## config.mk

```make
export PLATFORM = sky130hd
export DESIGN_NAME = save_tracker
export DESIGN_NICKNAME = d
export VERILOG_FILES = /design/src/rtl/save_tracker.sv
export SDC_FILE = /design/constraint.sdc
export NUM_CORES = 1
export LEC_CHECK = 0
export BUFFER_PORTS_ARGS = -buffer_cell sky130_fd_sc_hd__buf_2
export CAP_MARGIN = 15
export CORE_AREA = 10 10 47 49
export CTS_BUF_LIST = sky130_fd_sc_hd__clkbuf_4
export CTS_CLUSTER_DIAMETER = 100
export DETAILED_ROUTE_END_ITERATION = 10
export DIE_AREA = 0 0 57 59
export REMOVE_ABC_BUFFERS = 1
export SLEW_MARGIN = 20
export SYNTH_ARGS = -nofsm -noshare
export SYNTH_HDL_FRONTEND = slang
export SYNTH_SLANG_ARGS = --single-unit
```

## constraint.sdc

```tcl
create_clock -name clk_sys -period 2 [get_ports clk_sys]
set_clock_uncertainty 0.2 [all_clocks]
set_input_delay 0 -clock clk_sys [delete_from_list [all_inputs] [get_ports clk_sys]]
set_output_delay 0 -clock clk_sys [all_outputs]
set_load 0.01 [all_outputs]
```

## src/rtl/save_tracker.sv

```systemverilog
/*
  Save tracker
  Transfer enable from the image mount window,
  pending save flag from console writes
*/
`timescale 1ns/1ps

module save_tracker (
	input  logic clk_sys,
	input  logic reset,
	input  logic save_download,
	input  logic img_mounted,
	input  logic img_readonly,
	input  logic ram_we,
	input  logic bk_busy,
	output logic bk_ena,
	output logic sav_pending
);

	logic dl_d;
	logic we_d;

	always_ff @(posedge clk_sys) begin
		if (reset) begin
			dl_d        <= 1'b0;
			we_d        <= 1'b0;
			bk_ena      <= 1'b0;
			sav_pending <= 1'b0;
		end else begin
			dl_d <= save_download;
			we_d <= ram_we;

			// New mount window, forget the old image
			if (save_download & ~dl_d)
				bk_ena <= 1'b0;
			if (save_download & img_mounted & ~img_readonly)
				bk_ena <= 1'b1;                  // Writable image present

			if (ram_we & ~we_d)
				sav_pending <= 1'b1;
			else if (bk_busy)
				sav_pending <= 1'b0;             // Transfer in progress covers it
		end
	end

endmodule

```

==> metrics.cfg <==
[floorplanning]
start_util = 0.100
fp.dieW_microns = 57
pin_count = 9
die-area_sq_um = 3360
num_rows = 14
die_h_microns = 59
core-area_sq_um = 1400

[logic_synthesis]
postSynthAreaPerCell_sq_um = 10.8
seq_area_frac_synth = 0.571
ys_ff_latch = 4
synth_top_area_frac = 0.571
yosys_warnings = 0
yosys.area.top_type = dfxtp_1
synth_cell_type_count = 7
netlist_top_cells_area = dfxtp_1 57%, nand2b_1 13%, and2b_2 13%, o32ai_1 6.3%, nor2b_1 4.5%
syn_inst = 13
netlist_area_sq_um = 140

[cells_and_area]
drive_gt1_frac = 0.433
final_util = 0.202
fin_area_sq_um = 283
areaGrowthSynthToFinish_pct = 102
final_cell_mix = 8 x buf_2, 6 x dlygate4sd3_1, 4 x dfxtp_1, 3 x nand2b_1, 3 x clkbuf_4
final_common_cell = buf_2
fin_nets = 39
n_fill_cell = 166
diodes = 0

[hold_path]
min_path_type = input port to flip-flop
holdPathStages = 3
hp-start = ram_we
worstHoldEndpoint = we_d

[job]
cap_viol_max_count = 0

[critical_path]
critPathTopFamily = buffers and inverters
worst-path-buf-inv = 3
r2r-end = sav_pending
r2r-start = we_d
critPathLaunchType = input port
arrival_ns = 1.49
crit_cells = 4
reg2reg_slack_ns = 0.64
crit_type = input port to flip-flop
reg2reg_depth = 3
crit_required_ns = 1.97
crit_path_frequent_cell = dlygate4sd3_1
startpoint = reset
slowest_delay_ns = 0.57
worstPathMaxFanout = 5
critPathCaptureType = flip-flop
cpMaxStageDelayCell = dlygate4sd3_1
critical_path.cell_chain = dlygate4sd3_1, buf_2, o32ai_1, dlygate4sd3_1

[clocking]
clk_latency_ns = 0.23
cts_tree = yes
ctsRootBufferMaster = clkbuf_4
cts_inserted_buffers = 3
h-tree-depth = 1
cts_resized = 0
clk_pin_slew_ns = 0.04
cts.sinks = 4
cts.path.max_buffers = 2

[timing]
fin_setup_tns_ns = 0
worstMarginPinSlew_ns = 0.190
fin_crit_sh = 0.759
hold_viol_final = 0
hold_ws_ns = 0.344
rsz0062_at_grt = false
finalCriticalPeriod_ns = 1.52
fmax_mhz = 659
relSlewSlack = 0.873
setup_viol = 0
slew_viol_final = 0

[grt]
grt_pass1_wl_microns = 696
busiest_layer = met3
gr-usage-met2 = 0.0326
grt.total_usage = 0.0303
use_met1 = 0.0249
antenna_found_initial = 0
overflow = 0
grt.met3_usage = 0.0601
grt_start_max_net_pins = 6
first_global_vias = 179

[placement]
postPlaceCellArea_sq_um = 200
gp_congestion = 0.571
portBuffers = 8
dpl.hpwl_microns = 264

[drt]
postRouteAntennaNets = 0
routed_wl_microns = 419
routed_via_density = 3.37
drt_iter0_markers = 0
drt-wirelength-per-cell_microns = 9.11
first_pass_iters = 1
routed-via-count = 155
drcViolationCount = 0

[pwr]
irDropWorstVdd_mv = 0.343
powerDensity_nw_per_um2 = 750
leakage_nw = 0.132

[run_status]
status = finished clean

==> report_power, final <==
part | leakage, nW | switching (W) | internal [W]
clock | 0.0138 | 0.0000319 | 0.0000670
combinational | 0.0854 | 0.00000881 | 0.0000182
sequential | 0.0332 | 0.00000142 | 0.0000846
==> tightest hold or removal path, stage by stage <==
cell	delay, ns
dlygate4sd3_1	0.52
buf_2	0.10
and2b_2	0.12
==> through the flow <==
| stage | power (W) | std cells | setup WS (ns) |
|---|---|---|---|
| 3_5_place_dp | 0.000105 | 37 | 1.21 |
| 6_report | 0.000212 | 46 | 0.482 |
| 2_1_floorplan | 0.0000949 | 13 | 1.20 |
| 5_1_grt | 0.000229 | 46 | 0.429 |
| 4_1_cts | 0.000218 | 46 | 0.494 |
| 3_3_place_gp | 0.000105 | 37 | 1.21 |
==> cell usage after synthesis <==
library cell  count
o32ai_1           1
and2b_2           2
nand2b_1          3
a21oi_1           1
nor2b_1           1
dfxtp_1           4
nand2_1           1
==> final cells by class <==
cell class | instances | area [sq um] | share of cell area
repair buffers | 14 | 100 | 0.354
flip-flops and latches | 4 | 80.1 | 0.283
multi-input cells | 9 | 60.1 | 0.212
clock buffers | 3 | 22.5 | 0.0796
well taps | 16 | 20.0 | 0.0708
==> cells by family after synthesis <==
family / share of synthesized area
AOI/OAI and AO/OA: 0.0982
and+or+nand+nor: 0.330
DFF: 0.571
==> worst max-delay path by stage <==
stage | slack [ns] | end
5_1_grt | 0.43 | bk_ena
4_1_cts | 0.49 | bk_ena
2_1_floorplan | 1.20 | bk_ena
3_3_place_gp | 1.21 | bk_ena
6_report | 0.48 | bk_ena
3_5_place_dp | 1.21 | sav_pending
==> registers in the layout, indices dropped and copies added (netlist names) <==
register and cells:
bk_ena 1, sav_pending 1, dl_d 1, we_d 1
==> timing repair <==
item                      CTS  global route
hold buffers                6             0
hold endpoints to repair    4             0
setup buffers               0             0
==> layer usage <==
layer | wire length, microns | vias up | part of all wire
met5 | 0 | - | 0
met4 | 0 | 0 | 0
met3 | 104 | 0 | 0.25
met2 | 117 | 12 | 0.28
met1 | 197 | 63 | 0.47
li1 | - | 80 | -
(Power assumes the default switching activity.)
