==> src/rtl/bk_settings.svh <==
/*
  Backup RAM sizing
  Console RAM size and byte address width, SD image sector count,
  sector buffer word width and buffer address widths
*/
`ifndef BK_SETTINGS_SVH
`define BK_SETTINGS_SVH

// Console side battery RAM
`define BK_RAM_BYTES   8192
`define BK_RAM_ABITS   13           // Byte address

// SD image, 512 byte sectors
`define BK_SECTORS     16
`define BK_LBA_BITS    4
`define BK_BUF_ABITS   8            // 256 words per sector
`define BK_DATA_BITS   16

// Word address into the RAM from the SD side
`define BK_WORD_ABITS  (`BK_LBA_BITS + `BK_BUF_ABITS)

`endif

==> src/rtl/bk_pkg.sv <==
/*
  Backup RAM types
  Buffer word with raw and byte views, controller state encoding
*/
`include "bk_settings.svh"

package bk_pkg;

	// Byte view of one buffer word
	typedef struct packed {
		logic [7:0] hi;             // Odd console address
		logic [7:0] lo;             // Even console address
	} bk_bytes_t;

	// SD side uses raw, console side uses bytes
	typedef union packed {
		logic [`BK_DATA_BITS-1:0] raw;
		bk_bytes_t                bytes;
	} bk_word_t;

	typedef enum logic [1:0] {
		IDLE      = 2'd0,
		REQ       = 2'd1,           // sd_rd or sd_wr held, waiting for ack
		WAIT_DONE = 2'd2            // Host streaming the sector
	} bk_state_t;

endpackage

==> src/rtl/bk_fsm.sv <==
/*
  Backup RAM transfer controller
  Trigger edge detection for load and save, sector request FSM,
  busy and reload flags, sector counter control
*/
`timescale 1ns/1ps

module bk_fsm (
	input  logic clk_sys,
	input  logic reset,
	input  logic bk_load,
	input  logic bk_save,
	input  logic autosave,
	input  logic osd_status,
	input  logic save_download,
	input  logic bk_ena,
	input  logic sav_pending,
	input  logic sd_ack,
	input  logic sector_done,
	input  logic last_sector,
	output logic sd_rd,
	output logic sd_wr,
	output logic bk_busy,
	output logic bk_reload,
	output logic sector_clear,
	output logic sector_step
);
	import bk_pkg::*;

	bk_state_t state;
	logic      loading;             // Direction of the current transfer
	logic      load_d, load_dd;
	logic      save_d, save_dd;
	logic      osd_d, osd_dd;
	logic      dl_d, dl_dd;
	logic      load_rise, save_rise, osd_rise, dl_fall;
	logic      start_load, start_save;

	//////////////////////////////////////////////////
	// Trigger edges
	//////////////////////////////////////////////////
	assign load_rise = load_d & ~load_dd;
	assign save_rise = save_d & ~save_dd;
	assign osd_rise  = osd_d & ~osd_dd;    // Menu opened
	assign dl_fall   = dl_dd & ~dl_d;      // End of mount window

	assign start_load = bk_ena & (load_rise | dl_fall);
	assign start_save = bk_ena & (save_rise | (osd_rise & autosave & sav_pending));

	//////////////////////////////////////////////////
	// Transfer control
	//////////////////////////////////////////////////
	always_ff @(posedge clk_sys) begin
		if (reset) begin
			{load_d, load_dd, save_d, save_dd} <= '0;
			{osd_d, osd_dd, dl_d, dl_dd}       <= '0;
			state     <= IDLE;
			loading   <= 1'b0;
			sd_rd     <= 1'b0;
			sd_wr     <= 1'b0;
			bk_reload <= 1'b0;
		end else begin
			{load_dd, load_d} <= {load_d, bk_load};
			{save_dd, save_d} <= {save_d, bk_save};
			{osd_dd, osd_d}   <= {osd_d, osd_status};
			{dl_dd, dl_d}     <= {dl_d, save_download};

			case (state)
				IDLE: begin
					if (start_load) begin          // Load wins over save
						state     <= REQ;
						loading   <= 1'b1;
						sd_rd     <= 1'b1;
						bk_reload <= load_rise;        // Only a user load reloads
					end else if (start_save) begin
						state   <= REQ;
						loading <= 1'b0;
						sd_wr   <= 1'b1;
					end
				end
				REQ: begin
					if (sd_ack) begin
						sd_rd <= 1'b0;
						sd_wr <= 1'b0;
						state <= WAIT_DONE;
					end
				end
				WAIT_DONE: begin
					if (sector_done) begin
						if (last_sector) begin
							state     <= IDLE;
							bk_reload <= 1'b0;
						end else begin
							state <= REQ;              // Counter steps on this edge too
							sd_rd <= loading;
							sd_wr <= ~loading;
						end
					end
				end
				default: state <= IDLE;
			endcase
		end
	end

	assign bk_busy      = (state != IDLE);
	assign sector_clear = (state == IDLE);  // Every transfer starts at sector 0
	assign sector_step  = (state == WAIT_DONE) & sector_done & ~last_sector;

	a_rd_wr_excl: assert property (@(posedge clk_sys) disable iff (reset)
		!(sd_rd && sd_wr))
		else $error("sd_rd and sd_wr high together");

	a_no_idle_req: assert property (@(posedge clk_sys) disable iff (reset)
		(state == IDLE) |-> !(sd_rd || sd_wr))
		else $error("request raised while idle");

endmodule

==> config.mk <==
export PLATFORM = sky130hd
export DESIGN_NAME = bk_fsm
export DESIGN_NICKNAME = d
export VERILOG_FILES = /design/src/rtl/bk_pkg.sv /design/src/rtl/bk_fsm.sv
export VERILOG_INCLUDE_DIRS = /design/src /design/src/rtl
export SDC_FILE = /design/constraint.sdc
export NUM_CORES = 1
export LEC_CHECK = 0
export BUFFER_PORTS_ARGS = -buffer_cell sky130_fd_sc_hd__buf_2
export CAP_MARGIN = 20
export CORE_AREA = 2 2 39 41
export CTS_CLUSTER_SIZE = 12
export DETAILED_ROUTE_END_ITERATION = 8
export DIE_AREA = 0 0 41 43
export HOLD_SLACK_MARGIN = 0.03
export PLACE_DENSITY = 0.79
export REMOVE_ABC_BUFFERS = 1
export SLEW_MARGIN = 10
export SYNTH_ARGS = -nofsm -noshare
export SYNTH_HDL_FRONTEND = slang
export SYNTH_SLANG_ARGS = --single-unit
==> constraint.sdc <==
create_clock -name clk_sys -period 3.7 [get_ports clk_sys]
set_input_delay 0.74 -clock clk_sys [delete_from_list [all_inputs] [get_ports clk_sys]]
set_output_delay 0.74 -clock clk_sys [all_outputs]
set_load 0.01 [all_outputs]
==> metrics.md <==
| Metric | Value |
|---|---|
| Flip-flop and latch count after synthesis | 14 |
| Dpl hpwl | 778.7 um |
| Setup repair after global routing missed its margin | no |
| Gates resized, CTS repair | 0 |
| Core box area | 0.001384 mm^2 |
| Iteration count of the initial detailed-routing pass | 2 |
| Initial core utilization | 44.76% |
| Number of cells produced by synthesis | 65 |
| Initial antenna violation count | 0 |
| Post-route clock period utilization | 56.27% |
| MaxCap Viol Count | 0 |
| Mean Syn Cell Area | 9.528 um^2 |
| Routability-driven placement congestion ratio | 0.6819 |
| 1st-iter DRT viols | 2 |
| Highest achievable clock rate | 480.3 MHz |
| Post-Route Hold Slack | 0.4604 ns |
| Share of layout cells above drive strength 1 | 33.33% |
| Most common library cell in the layout ignoring fill and taps | buf_2 |
| Worst-case clock buffer depth | 2 |
| Delay of the slowest critical-path stage | 0.22 ns |
| Setup TNS | 0 ns |
| Cell accounting for the most synthesized area | dfxtp_1 |
| Critical-path maximum fanout | 3 |
| Die W | 41 um |
| Quantity of I/O buffers inserted on ports | 17 |
| Placed cell area | 720.7 um^2 |
| Detailed Route WL | 1004 um |
| Residual DRC | 0 |
| Relative slew slack | 80.30% |
| Final setup viols | 0 |
| Total power divided by cell area | 405.5 mW/mm^2 |
| Sequential share of the synthesized area | 45.25% |
| Worst path cell trace | buf_2 -> nor3b_2 -> and2_1 -> buf_2 |
| DR vias | 489 |
| Post-DR vias/cell | 4.890 |
| CTS root buffer | clkbuf_4 |
| Latest clock arrival within the worst-skew pair | 0.27 ns |
| CTS Buf Count | 3 |
| Nature of the critical path endpoint | output port |
| Worst hold-check path type | reg -> reg |
| Share of Yosys cell area claimed by the top area cell type | 45.25% |
| Synth area leaders | dfxtp_1, nor2b_1, nor3b_2, nand3_1, inv_1 |
| Chip Height | 43 um |
| Number of cell rows | 14 |
| Number of endpoints with negative hold slack in the final report | 0 |
| Leading cell types in the layout, fill and taps excluded | buf_2, dfxtp_1, nor2b_1, inv_1, nand3_1 |
| Number of top-level pins | 18 |
| H-tree depth | 1 |
| Cell variety after synth | 26 |
| Maximum number of pins on one net before global-route repair | 17 |
| Final clock skew | 0.001401 ns |
| Post-synthesis instance area | 619.3 um^2 |
| Final period demand of the worst path | 2.082 ns |
| Actual slew at the worst max-slew pin | 0.2928 ns |
| Antenna Cells | 0 |
| Leak | 0.3357 nW |
| Wire length of the first global-routing pass | 1524 um |
| Slowest library cell on the worst path | nor3b_2 |
| Die Area | 0.001763 mm^2 |
| Type of the worst setup path | in -> out |
| Arrival time of the worst setup path | 1.34 ns |
| Routed wire length per instance | 10.04 um |
| NumNets Final | 98 |
| Count of yosys warnings during synthesis | 0 |
| Post-route cell area | 743.2 um^2 |
| Clock Sinks | 14 |
| Total Power | 0.3013 mW |
| All-Layer GR Usage | 12.97% |
| Hold_buf cts | 0 |
| Vias in the first global route | 390 |
| Antenna viol nets, final | 0 |
| VDD IR-drop max | 0.2513 mV |
| Clock-pin transition on the worst setup and hold timing paths | 0.07 ns |
| Overall overflow remaining after global route | 0 |
| CTS tree | built |
| Max Slew Vio Count | 0 |
| Share of the core filled with cells | 53.71% |
| Required time reported for the critical path endpoint | 2.96 ns |
| Layout area overhead | 20.00% |
| Number of buffers inserted to repair setup after CTS | 0 |
| Result of the run | complete, no violations |
| Startpoint type of the worst setup path | input port |
| CP most frequent cell | buf_2 |
kinds of logic (layout without fill, tap and decap cells):
kind of cell | after synthesis | after routing | share of synthesized area (%)
muxes | 2 | 2 | 4.040
buffers and inverters | 6 | 25 | 3.636
DFF | 14 | 14 | 45.25
AOI/OAI and AO/OA | 13 | 13 | 14.34
and+or+nand+nor | 30 | 30 | 32.73
Yosys cell counts:
master,n
mux2i_1,1
inv_1,5
and2_1,1
a22oi_1,1
nand2_1,2
o21ai_0,2
nor4_1,1
a21oi_1,3
nor2_2,1
mux2_4,1
a211o_1,1
nor3b_2,2
nor2b_4,1
a21oi_2,2
nor2_1,1
o211ai_1,2
nand3_1,4
clkbuf_1,1
dfxtp_1,14
nand2b_1,2
o31ai_1,1
and4b_1,1
nor2b_1,12
a211oi_1,1
and2b_2,1
or4_1,1
per-stage QoR:
stage,setup WS [ns],std cells
after detailed placement,1.610,97
final,1.618,100
after CTS,1.609,100
after global placement,1.620,97
after floorplan,1.827,64
after global routing,1.577,100
cell type report:
class	instances	area [um^2]
Timing Repair Buffer	17	85.08
Fill cell	131	640.6
Tap cell	16	20.02
Clock buffer	3	22.52
Inverter	5	18.77
Sequential cell	14	280.3
Multi-Input combinational cell	45	316.6
critical path, delay by kind of cell:
kind,cells,cell delay [ns]
buffers and inverters,2,0.23
and+or+nand+nor,2,0.37
report_power, final:
part           switching [mW]  leakage [nW]  internal, mW
clock                  0.0427        0.0138        0.0376
combinational          0.0259         0.206        0.0283
sequential            0.00610         0.115         0.161
total                  0.0747         0.336         0.227
worst paths after layout:
path                    start           to  slack (ns)  cells past startpoint
setup / recovery  last_sector  sector_step        1.62                      4
hold / removal      bk_reload    bk_reload        0.46                      2
setup reg to reg     state[0]        sd_rd        2.45                      4
hold reg to reg     bk_reload    bk_reload        0.46                      2
sequential cells by signal, summed over array words and instances, names as in the netlist:
| register | cells |
|---|---|
| load_dd | 1 |
| osd_dd | 1 |
| dl_d | 1 |
| load_d | 1 |
| save_dd | 1 |
| bk_reload | 1 |
| osd_d | 1 |
| sd_wr | 1 |
| state | 2 |
| save_d | 1 |
| loading | 1 |
| sd_rd | 1 |
| dl_dd | 1 |
routing by layer:
layer / vias to the layer above / wire (um) / GRT usage (%)
met5: - / 0 / 0
met4: 0 / 14 / 8.000
met3: 2 / 68 / 3.141
met2: 16 / 429 / 19.38
met1: 208 / 492 / 15.89
li1: 263 / - / -
Power figures use the tool's default switching activity.
