File: config.mk
export PLATFORM = sky130hd
export DESIGN_NAME = sector_counter
export DESIGN_NICKNAME = d
export VERILOG_FILES = /design/src/rtl/sector_counter.sv
export VERILOG_INCLUDE_DIRS = /design/src /design/src/rtl
export SDC_FILE = /design/constraint.sdc
export NUM_CORES = 1
export LEC_CHECK = 0
export BUFFER_PORTS_ARGS = -buffer_cell sky130_fd_sc_hd__buf_2
export CAP_MARGIN = 20
export CORE_AREA = 2 2 39 41
export DETAILED_ROUTE_END_ITERATION = 12
export DIE_AREA = 0 0 41 43
export PLACE_DENSITY = 0.39
export SKIP_CTS_REPAIR_TIMING = 1
export SLEW_MARGIN = 20
export SYNTH_ARGS = -nofsm -noshare
export SYNTH_HDL_FRONTEND = slang
export SYNTH_SLANG_ARGS = --single-unit
File: constraint.sdc
create_clock -name clk_sys -period 1 [get_ports clk_sys]
set_input_delay 0.2 -clock clk_sys [delete_from_list [all_inputs] [get_ports clk_sys]]
set_output_delay 0.2 -clock clk_sys [all_outputs]
set_load 0.01 [all_outputs]
File: src/rtl/bk_settings.svh
/*
  Backup RAM sizing
  Console RAM size and byte address width, SD image sector count,
  sector buffer word width and buffer address widths
*/
`ifndef BK_SETTINGS_SVH
`define BK_SETTINGS_SVH

// Console side battery RAM
`define BK_RAM_BYTES   8192
`define BK_RAM_ABITS   13           // Byte address

// SD image, 512 byte sectors
`define BK_SECTORS     16
`define BK_LBA_BITS    4
`define BK_BUF_ABITS   8            // 256 words per sector
`define BK_DATA_BITS   16

// Word address into the RAM from the SD side
`define BK_WORD_ABITS  (`BK_LBA_BITS + `BK_BUF_ABITS)

`endif

File: src/rtl/sector_counter.sv
/*
  Sector counter
  Sector index for sd_lba, ack falling edge detect, last sector flag
*/
`timescale 1ns/1ps
`include "bk_settings.svh"

module sector_counter (
	input  logic                    clk_sys,
	input  logic                    reset,
	input  logic                    sd_ack,
	input  logic                    sector_clear,
	input  logic                    sector_step,
	output logic [`BK_LBA_BITS-1:0] sd_lba,
	output logic                    sector_done,
	output logic                    last_sector
);

	logic ack_d;

	always_ff @(posedge clk_sys) begin
		if (reset) begin
			sd_lba <= '0;
			ack_d  <= 1'b0;
		end else begin
			ack_d <= sd_ack;
			if (sector_clear)
				sd_lba <= '0;
			else if (sector_step)
				sd_lba <= sd_lba + 1'b1;
		end
	end

	// Host lets go of ack once the sector is through
	assign sector_done = ack_d & ~sd_ack;
	assign last_sector = (sd_lba == `BK_LBA_BITS'(`BK_SECTORS - 1));

	a_step_clear: assert property (@(posedge clk_sys) disable iff (reset)
		!(sector_step && sector_clear))
		else $error("sector step and clear in the same cycle");

endmodule

==> run_summary.xml, run 1 <==
<?xml version="1.0" encoding="UTF-8"?>
<metrics>
  <group name="run_status">
    <metric name="run_status" unit="">finished, violations left</metric>
    <metric name="failed_checks" unit="">negative setup slack</metric>
  </group>
  <group name="floorplan">
    <metric name="io_pins" unit="">11</metric>
    <metric name="die_w" unit="um">41</metric>
    <metric name="design.die.area" unit="sq um">1763</metric>
    <metric name="floorplan.initialDensity" unit="">0.1564</metric>
    <metric name="coreArea" unit="sq um">1384</metric>
    <metric name="die-height" unit="um">43</metric>
    <metric name="row_count" unit="">14</metric>
  </group>
  <group name="clocking">
    <metric name="total_cts_buffers" unit="">3</metric>
    <metric name="max_root_sink_buffers" unit="">2</metric>
    <metric name="clk_latency" unit="ns">0.24</metric>
    <metric name="clock_sinks" unit="">5</metric>
    <metric name="h-tree-depth" unit="">1</metric>
    <metric name="tritoncts" unit="">built</metric>
    <metric name="register_clock_pin_slew_on_the_reported_worst_setup_and_hold_paths" unit="ns">0.04</metric>
    <metric name="clockRootBuffer" unit="">clkbuf_4</metric>
  </group>
  <group name="timing">
    <metric name="final.min_clock_period" unit="ns">1.214</metric>
    <metric name="worst_pin_slew" unit="ns">0.1579</metric>
    <metric name="layout_worst_path_cycle_share" unit="">1.214</metric>
    <metric name="final.setup_skew" unit="ns">0.002526</metric>
    <metric name="worst_slack" unit="ns">-0.2135</metric>
    <metric name="timing.final.max_slew_violations" unit="">0</metric>
    <metric name="final.setup.tns" unit="ns">-0.2651</metric>
    <metric name="final.hold.worst_slack" unit="ns">0.1634</metric>
    <metric name="grt_setup_unrepaired" unit="">yes</metric>
    <metric name="slew-limit-headroom" unit="">0.8939</metric>
    <metric name="setup_viol" unit="">4</metric>
    <metric name="achievable-frequency" unit="MHz">824.1</metric>
    <metric name="timing_hold_violations_final" unit="">0</metric>
  </group>
  <group name="placement">
    <metric name="port-buffer-count" unit="">10</metric>
    <metric name="globalplace.congestion" unit="">0.5678</metric>
    <metric name="post-place-ws" unit="ns">-0.03084</metric>
  </group>
  <group name="critical_path">
    <metric name="crit_chain" unit="">ha_4 -&gt; and3_4 -&gt; buf_6</metric>
    <metric name="slowest_stage" unit="">dfxtp_2</metric>
    <metric name="rr_worst_depth" unit="">3</metric>
    <metric name="rrSetupSlack" unit="ns">-0.01</metric>
    <metric name="worstSetupEndpointType" unit="">primary output</metric>
    <metric name="rr_endpoint" unit="">sd_lba[3]$_SDFFE_PP0P_</metric>
    <metric name="timing.critical_path.slowest_cell_delay" unit="ns">0.33</metric>
    <metric name="cp_data_arrival_time" unit="ns">1.01</metric>
    <metric name="critical_path_class" unit="">reg -&gt; out</metric>
    <metric name="critPathRequiredTime" unit="ns">0.80</metric>
    <metric name="path_max_fanout" unit="">3</metric>
    <metric name="crit_start_category" unit="">register</metric>
    <metric name="rr_startpoint" unit="">sd_lba[1]$_SDFFE_PP0P_</metric>
  </group>
  <group name="global_routing">
    <metric name="grt_use_total" unit="">0.06827</metric>
    <metric name="pin_count_of_the_biggest_net_entering_global_routing" unit="">6</metric>
    <metric name="grt.met2_usage" unit="">0.08438</metric>
    <metric name="number_of_antenna_violations_at_the_first_check_in_global_routing" unit="">0</metric>
    <metric name="met3_usage" unit="">0.03141</metric>
    <metric name="global_route.overflow_total" unit="">0</metric>
    <metric name="grt.met1_usage" unit="">0.08360</metric>
    <metric name="globalRoute.busiestLayer" unit="">met2</metric>
    <metric name="wire_length_of_the_first_global_routing_pass" unit="um">752</metric>
    <metric name="grt_pass1_vias" unit="">201</metric>
  </group>
  <group name="synthesis">
    <metric name="netlist.top_cell.by_area" unit="">dfxtp_1</metric>
    <metric name="netlist_area" unit="sq um">216.5</metric>
    <metric name="net_count_after_synthesis" unit="">27</metric>
    <metric name="netlist_top_cells_count" unit="">5 x dfxtp_1, 2 x nor2_1, 2 x nor2b_1</metric>
    <metric name="synth_enable_flop_cells" unit="">0</metric>
    <metric name="synth.top_cell.area_share" unit="">0.4624</metric>
    <metric name="synth_async_sr_flop_share" unit="">0</metric>
    <metric name="avg_inst_size_synth" unit="sq um">10.31</metric>
    <metric name="synth.top_cells.by_area" unit="">dfxtp_1 46%, ha_1 5.8%, nor2b_1 5.8%, mux2_1 5.2%, a21bo_2 4.6%</metric>
    <metric name="synth.yosys.warnings" unit="">0</metric>
    <metric name="synth.yosys.seq_area_share" unit="">0.4624</metric>
    <metric name="synthMostInstantiatedCell" unit="">dfxtp_1</metric>
    <metric name="postSynthCellCount" unit="">21</metric>
    <metric name="ys_types" unit="">15</metric>
    <metric name="number_of_flip_flops_and_latches_in_the_synthesized_netlist" unit="">5</metric>
    <metric name="dominantRegCellSynth" unit="">dfxtp_1</metric>
  </group>
  <group name="power_and_ir_drop">
    <metric name="static-leakage-power" unit="uW">0.0001668</metric>
    <metric name="vdd_ir_drop_max" unit="V">0.0004271</metric>
    <metric name="pwr_density_cell" unit="nW/um^2">1294</metric>
    <metric name="finalPower" unit="uW">484.0</metric>
  </group>
  <group name="flow_run">
    <metric name="max_cap_violations" unit="">0</metric>
  </group>
  <group name="min_path">
    <metric name="worstHoldEndpoint" unit="">ack_d$_SDFF_PP0_</metric>
    <metric name="hold_path_class" unit="">in -&gt; reg</metric>
    <metric name="min_path_cells" unit="">2</metric>
    <metric name="holdCritStartpoint" unit="">reset</metric>
  </group>
  <group name="detailed_routing">
    <metric name="dr.first_iter.drc_count" unit="">0</metric>
    <metric name="drc_errors" unit="">0</metric>
    <metric name="drtPass1Iterations" unit="">1</metric>
    <metric name="postRouteAntennaNets" unit="">0</metric>
    <metric name="num_vias" unit="">207</metric>
    <metric name="via_per_inst" unit="">3.833</metric>
    <metric name="post_detailed_route_wirelength_per_cell" unit="um">8.796</metric>
    <metric name="drt_total_wl" unit="um">475</metric>
  </group>
  <group name="layout">
    <metric name="layout.filler_cells" unit="">151</metric>
    <metric name="final_nets" unit="">45</metric>
    <metric name="diodes" unit="">0</metric>
    <metric name="final_layout_size_suffix_gt1_frac" unit="">0.5789</metric>
    <metric name="fin_util" unit="">0.2703</metric>
    <metric name="area_growth_syn_to_fin" unit="%">72.83</metric>
  </group>
</metrics>
[cells by family (layout without fill, tap and decap cells)]
family,count (synthesis),after routing,share of synthesized area
simple gates,10,10,0.2717
flops,5,5,0.4624
compound gates,2,2,0.06934
mux,2,2,0.09826
fa+ha+maj,1,1,0.05779
xor+xnor,1,1,0.04047
buf+inv,0,17,0
[cell usage in the layout, fill, tap and decap left out, types with 2 or more instances in the layout]
master,synthesis,routed
clkbuf_4,0,3
buf_4,0,3
buf_2,0,7
dfxtp_2,0,2
buf_6,0,3
nor2_1,2,2
dfxtp_1,5,3
nor2b_1,2,2
[worst max-delay path: cells and delay by family (launching register included)]
| family | cells | cell delay [ns] |
|---|---|---|
| DFF | 1 | 0.33 |
| and+or+nand+nor | 1 | 0.17 |
| adders and majority gates | 1 | 0.16 |
| buffers and inverters | 1 | 0.11 |
[metal layers]
layer / routed length [um] / part of all wire
met1: 226 / 0.48
met2: 202 / 0.43
met3: 47 / 0.099
met4: 0 / 0
met5: 0 / 0
[worst max-delay path by stage]
stage,start,slack (ns),cells past startpoint,to
2_1_floorplan,sd_lba[1]$_SDFFE_PP0P_,0.01,2,last_sector
3_3_place_gp,sd_lba[0]$_SDFFE_PP0P_,-0.02,3,last_sector
3_5_place_dp,sd_lba[0]$_SDFFE_PP0P_,-0.03,3,last_sector
4_1_cts,sd_lba[0]$_SDFFE_PP0P_,-0.30,3,last_sector
5_1_grt,sd_lba[1]$_SDFFE_PP0P_,-0.25,3,last_sector
6_report,sd_lba[1]$_SDFFE_PP0P_,-0.21,3,last_sector
[final cells by class]
type | count | area [sq um] | area share
multi-input combinational | 16 | 133.9 | 0.3579
timing repair buffer | 13 | 91.34 | 0.2441
tap | 16 | 20.02 | 0.05351
clock buffer | 4 | 26.28 | 0.07023
sequential | 5 | 102.6 | 0.2742
[flip-flops by register name, indices dropped and copies added, names as in the netlist]
signal and count:
sd_lba 4, ack_d 1
[power breakdown]
part	internal, uW	switching [uW]
Sequential	206	3.26
Clock	151	78.8
Combinational	25.4	20.2
Total	382	102
[stage by stage]
step	cells	cell area (sq um)
2_1_floorplan	21	217.7
3_3_place_gp	49	302.8
3_5_place_dp	49	302.8
4_1_cts	53	329.1
5_1_grt	54	374.1
6_report	54	374.1
Note: power is estimated with default switching activity, not from simulation.
==> run 2: changes to the inputs <==
--- a/config.mk
+++ b/config.mk
@@ -6,12 +6,14 @@
 export SDC_FILE = /design/constraint.sdc
 export NUM_CORES = 1
 export LEC_CHECK = 0
+export ABC_AREA = 1
 export BUFFER_PORTS_ARGS = -buffer_cell sky130_fd_sc_hd__buf_2
 export CAP_MARGIN = 20
 export CORE_AREA = 2 2 39 41
 export DETAILED_ROUTE_END_ITERATION = 12
 export DIE_AREA = 0 0 41 43
-export PLACE_DENSITY = 0.39
+export GPL_ROUTABILITY_DRIVEN = 0
+export PLACE_DENSITY = 0.38
 export SKIP_CTS_REPAIR_TIMING = 1
 export SLEW_MARGIN = 20
 export SYNTH_ARGS = -nofsm -noshare
==> run 2 against run 1 <==
  * The flow still finishes with violations (negative setup slack)
  * Synthesized area is 2.9% lower
  * Largest cell class unchanged
  * Register-to-register slack hardly changed
  * Die area stayed put
  * Critical path type unchanged
  * Worst setup slack better by 0.017 ns
  * Critical endpoint unchanged
  * Flip-flop and latch count stayed put
  * Fmax is 1.4% higher
  * Core utilization is 0.63 points higher
  * Combinational power is 9.9% higher
==> run_summary.xml, run 2 <==
<?xml version="1.0" encoding="UTF-8"?>
<metrics>
  <group name="timing">
    <metric name="timing_hold_violations_final" unit="">0</metric>
    <metric name="final.hold.worst_slack" unit="ns">0.1235</metric>
    <metric name="layout_worst_path_cycle_share" unit="">1.197</metric>
    <metric name="timing.final.max_slew_violations" unit="">0</metric>
    <metric name="worst_slack" unit="ns">-0.1968</metric>
    <metric name="slew-limit-headroom" unit="">0.8482</metric>
    <metric name="worst_pin_slew" unit="ns">0.2269</metric>
    <metric name="final.setup_skew" unit="ns">0.003371</metric>
    <metric name="final.setup.tns" unit="ns">-0.2217</metric>
    <metric name="grt_setup_unrepaired" unit="">yes</metric>
    <metric name="achievable-frequency" unit="MHz">835.6</metric>
    <metric name="setup_viol" unit="">4</metric>
    <metric name="final.min_clock_period" unit="ns">1.197</metric>
  </group>
  <group name="min_path">
    <metric name="min_path_cells" unit="">2</metric>
    <metric name="worstHoldEndpoint" unit="">ack_d$_SDFF_PP0_</metric>
    <metric name="holdCritStartpoint" unit="">reset</metric>
    <metric name="hold_path_class" unit="">in -&gt; reg</metric>
  </group>
  <group name="power_and_ir_drop">
    <metric name="pwr_density_cell" unit="nW/um^2">1282</metric>
    <metric name="static-leakage-power" unit="uW">0.0001733</metric>
    <metric name="finalPower" unit="uW">491.0</metric>
    <metric name="vdd_ir_drop_max" unit="V">0.0002603</metric>
  </group>
  <group name="layout">
    <metric name="final_nets" unit="">53</metric>
    <metric name="layout.cell_area.non_filler" unit="sq um">382.9</metric>
    <metric name="diodes" unit="">0</metric>
    <metric name="sequential_cell_area" unit="sq um">106.4</metric>
    <metric name="layout.cells.most_common" unit="">buf_2</metric>
    <metric name="final_layout_size_suffix_gt1_frac" unit="">0.5870</metric>
    <metric name="registers.top_by_ff_count" unit="">sd_lba</metric>
    <metric name="largest_register_ffs" unit="">4</metric>
    <metric name="area_growth_syn_to_fin" unit="%">82.14</metric>
    <metric name="leading_registers_by_flop_count" unit="">sd_lba: 4 flops, ack_d: 1 flops</metric>
    <metric name="final_cell_mix" unit="">7 x buf_2, 6 x nor2_1, 5 x dfxtp_2</metric>
    <metric name="multi_input_area" unit="sq um">116.4</metric>
    <metric name="layout.filler_cells" unit="">156</metric>
  </group>
  <group name="critical_path">
    <metric name="rr_worst_depth" unit="">5</metric>
    <metric name="critical_path_class" unit="">reg -&gt; out</metric>
    <metric name="crit_chain" unit="">ha_4 -&gt; and3_4 -&gt; buf_6</metric>
    <metric name="worstSetupEndpointType" unit="">primary output</metric>
    <metric name="path_max_fanout" unit="">2</metric>
    <metric name="slowest_stage" unit="">dfxtp_2</metric>
    <metric name="cp_data_arrival_time" unit="ns">1.00</metric>
    <metric name="rr_endpoint" unit="">sd_lba[2]$_SDFFE_PP0P_</metric>
    <metric name="timing.critical_path.slowest_cell_delay" unit="ns">0.33</metric>
    <metric name="rr_startpoint" unit="">sd_lba[0]$_SDFFE_PP0P_</metric>
    <metric name="rrSetupSlack" unit="ns">-0.01</metric>
    <metric name="critPathRequiredTime" unit="ns">0.80</metric>
    <metric name="crit_start_category" unit="">register</metric>
  </group>
  <group name="detailed_routing">
    <metric name="via_per_inst" unit="">3.661</metric>
    <metric name="num_vias" unit="">227</metric>
    <metric name="drc_errors" unit="">0</metric>
    <metric name="drtPass1Iterations" unit="">3</metric>
    <metric name="postRouteAntennaNets" unit="">0</metric>
    <metric name="post_detailed_route_wirelength_per_cell" unit="um">7.597</metric>
    <metric name="drt_total_wl" unit="um">471</metric>
    <metric name="dr.first_iter.drc_count" unit="">5</metric>
  </group>
  <group name="floorplan">
    <metric name="coreArea" unit="sq um">1384</metric>
    <metric name="design.die.area" unit="sq um">1763</metric>
    <metric name="floorplan.initialDensity" unit="">0.1519</metric>
    <metric name="io_pins" unit="">11</metric>
    <metric name="row_count" unit="">14</metric>
    <metric name="die-height" unit="um">43</metric>
    <metric name="die_w" unit="um">41</metric>
  </group>
  <group name="run_status">
    <metric name="run_status" unit="">finished, violations left</metric>
    <metric name="failed_checks" unit="">negative setup slack</metric>
  </group>
  <group name="clocking">
    <metric name="register_clock_pin_slew_on_the_reported_worst_setup_and_hold_paths" unit="ns">0.04</metric>
    <metric name="h-tree-depth" unit="">1</metric>
    <metric name="max_root_sink_buffers" unit="">2</metric>
    <metric name="total_cts_buffers" unit="">3</metric>
    <metric name="tritoncts" unit="">built</metric>
    <metric name="clock_sinks" unit="">5</metric>
    <metric name="clockRootBuffer" unit="">clkbuf_4</metric>
    <metric name="clk_latency" unit="ns">0.24</metric>
  </group>
  <group name="global_routing">
    <metric name="grt_use_total" unit="">0.07322</metric>
    <metric name="wire_length_of_the_first_global_routing_pass" unit="um">745</metric>
    <metric name="global_route.overflow_total" unit="">0</metric>
    <metric name="pin_count_of_the_biggest_net_entering_global_routing" unit="">8</metric>
    <metric name="number_of_antenna_violations_at_the_first_check_in_global_routing" unit="">0</metric>
    <metric name="grt_pass1_vias" unit="">208</metric>
  </group>
  <group name="synthesis">
    <metric name="ys_types" unit="">11</metric>
    <metric name="synth.yosys.warnings" unit="">0</metric>
    <metric name="avg_inst_size_synth" unit="sq um">7.507</metric>
    <metric name="synth.top_cells.by_area" unit="">dfxtp_1 48%, nor2_1 11%, a21oi_1 7.1%, nand2_1 7.1%, ha_1 6.0%</metric>
    <metric name="dominantRegCellSynth" unit="">dfxtp_1</metric>
    <metric name="netlist.top_cell.by_area" unit="">dfxtp_1</metric>
    <metric name="synth.yosys.seq_area_share" unit="">0.4762</metric>
    <metric name="number_of_flip_flops_and_latches_in_the_synthesized_netlist" unit="">5</metric>
    <metric name="net_count_after_synthesis" unit="">34</metric>
    <metric name="synthMostInstantiatedCell" unit="">nor2_1</metric>
    <metric name="netlist_top_cells_count" unit="">6 x nor2_1, 5 x dfxtp_1, 4 x nand2_1</metric>
    <metric name="netlist_area" unit="sq um">210.2</metric>
    <metric name="synth.top_cell.area_share" unit="">0.4762</metric>
    <metric name="synth_async_sr_flop_share" unit="">0</metric>
    <metric name="synth_enable_flop_cells" unit="">0</metric>
    <metric name="postSynthCellCount" unit="">28</metric>
  </group>
  <group name="placement">
    <metric name="port-buffer-count" unit="">10</metric>
    <metric name="dpl-instance-area" unit="sq um">304.0</metric>
    <metric name="hpwlAfterDp" unit="um">378</metric>
  </group>
  <group name="flow_run">
    <metric name="max_cap_violations" unit="">0</metric>
  </group>
</metrics>
run 2: cell count changes after synthesis, sizes merged, moves of 2 or more:
| cell | before | now |
|---|---|---|
| nor2 | 2 | 7 |
| o21ai | 0 | 2 |
| a21oi | 1 | 3 |
| nor2b | 2 | 0 |
| nand2 | 0 | 5 |
| inv | 0 | 3 |
run 2: metrics by stage:
step / worst slack (ns) / std cells / util
4_1_cts: -0.2597 / 61 / 0.2387
6_report: -0.1968 / 62 / 0.2767
3_5_place_dp: 0.005185 / 57 / 0.2197
5_1_grt: -0.2390 / 62 / 0.2767
2_1_floorplan: 0.01847 / 28 / -
3_3_place_gp: 0.01341 / 57 / 0.2197
run 2: worst max-delay path by stage:
stage	from	endpoint	slack (ns)	depth (start not counted)
after floorplan	sd_lba[1]$_SDFFE_PP0P_	last_sector	0.02	2
after global placement	sd_lba[0]$_SDFFE_PP0P_	last_sector	0.01	3
after detailed placement	sd_lba[0]$_SDFFE_PP0P_	last_sector	0.005	3
after CTS	sd_lba[0]$_SDFFE_PP0P_	last_sector	-0.26	3
after global routing	sd_lba[0]$_SDFFE_PP0P_	last_sector	-0.24	3
final	sd_lba[0]$_SDFFE_PP0P_	last_sector	-0.20	3
run 2: final cells by class:
cell class,instances,area share
multi-input cells,20,0.3039
flip-flops and latches,5,0.2778
repair buffers,14,0.2680
clock buffers,4,0.06863
well taps,16,0.05229
inverters,3,0.02941
run 2: critical path: cells and delay by family (launching register included):
| family | cells | cell delay [ns] |
|---|---|---|
| simple gates | 1 | 0.17 |
| buf+inv | 1 | 0.11 |
| flops | 1 | 0.33 |
| fa+ha+maj | 1 | 0.15 |
run 2: kinds of logic after synthesis:
kind of cell,after synthesis,synth area share
flops,5,0.4762
compound gates,5,0.1190
fa+ha+maj,1,0.05951
simple gates,14,0.2917
buf+inv,3,0.05357
run 2: report_power, final:
group | internal [uW] | switching [uW]
logic | 26.7 | 23.4
registers | 207 | 4.85
clock network | 151 | 78.2
run 2: routing by layer:
layer	global-route usage	part of all wire
met5	0	0
met4	0.1400	0
met3	0.01571	0.040
met2	0.08750	0.58
met1	0.06731	0.38
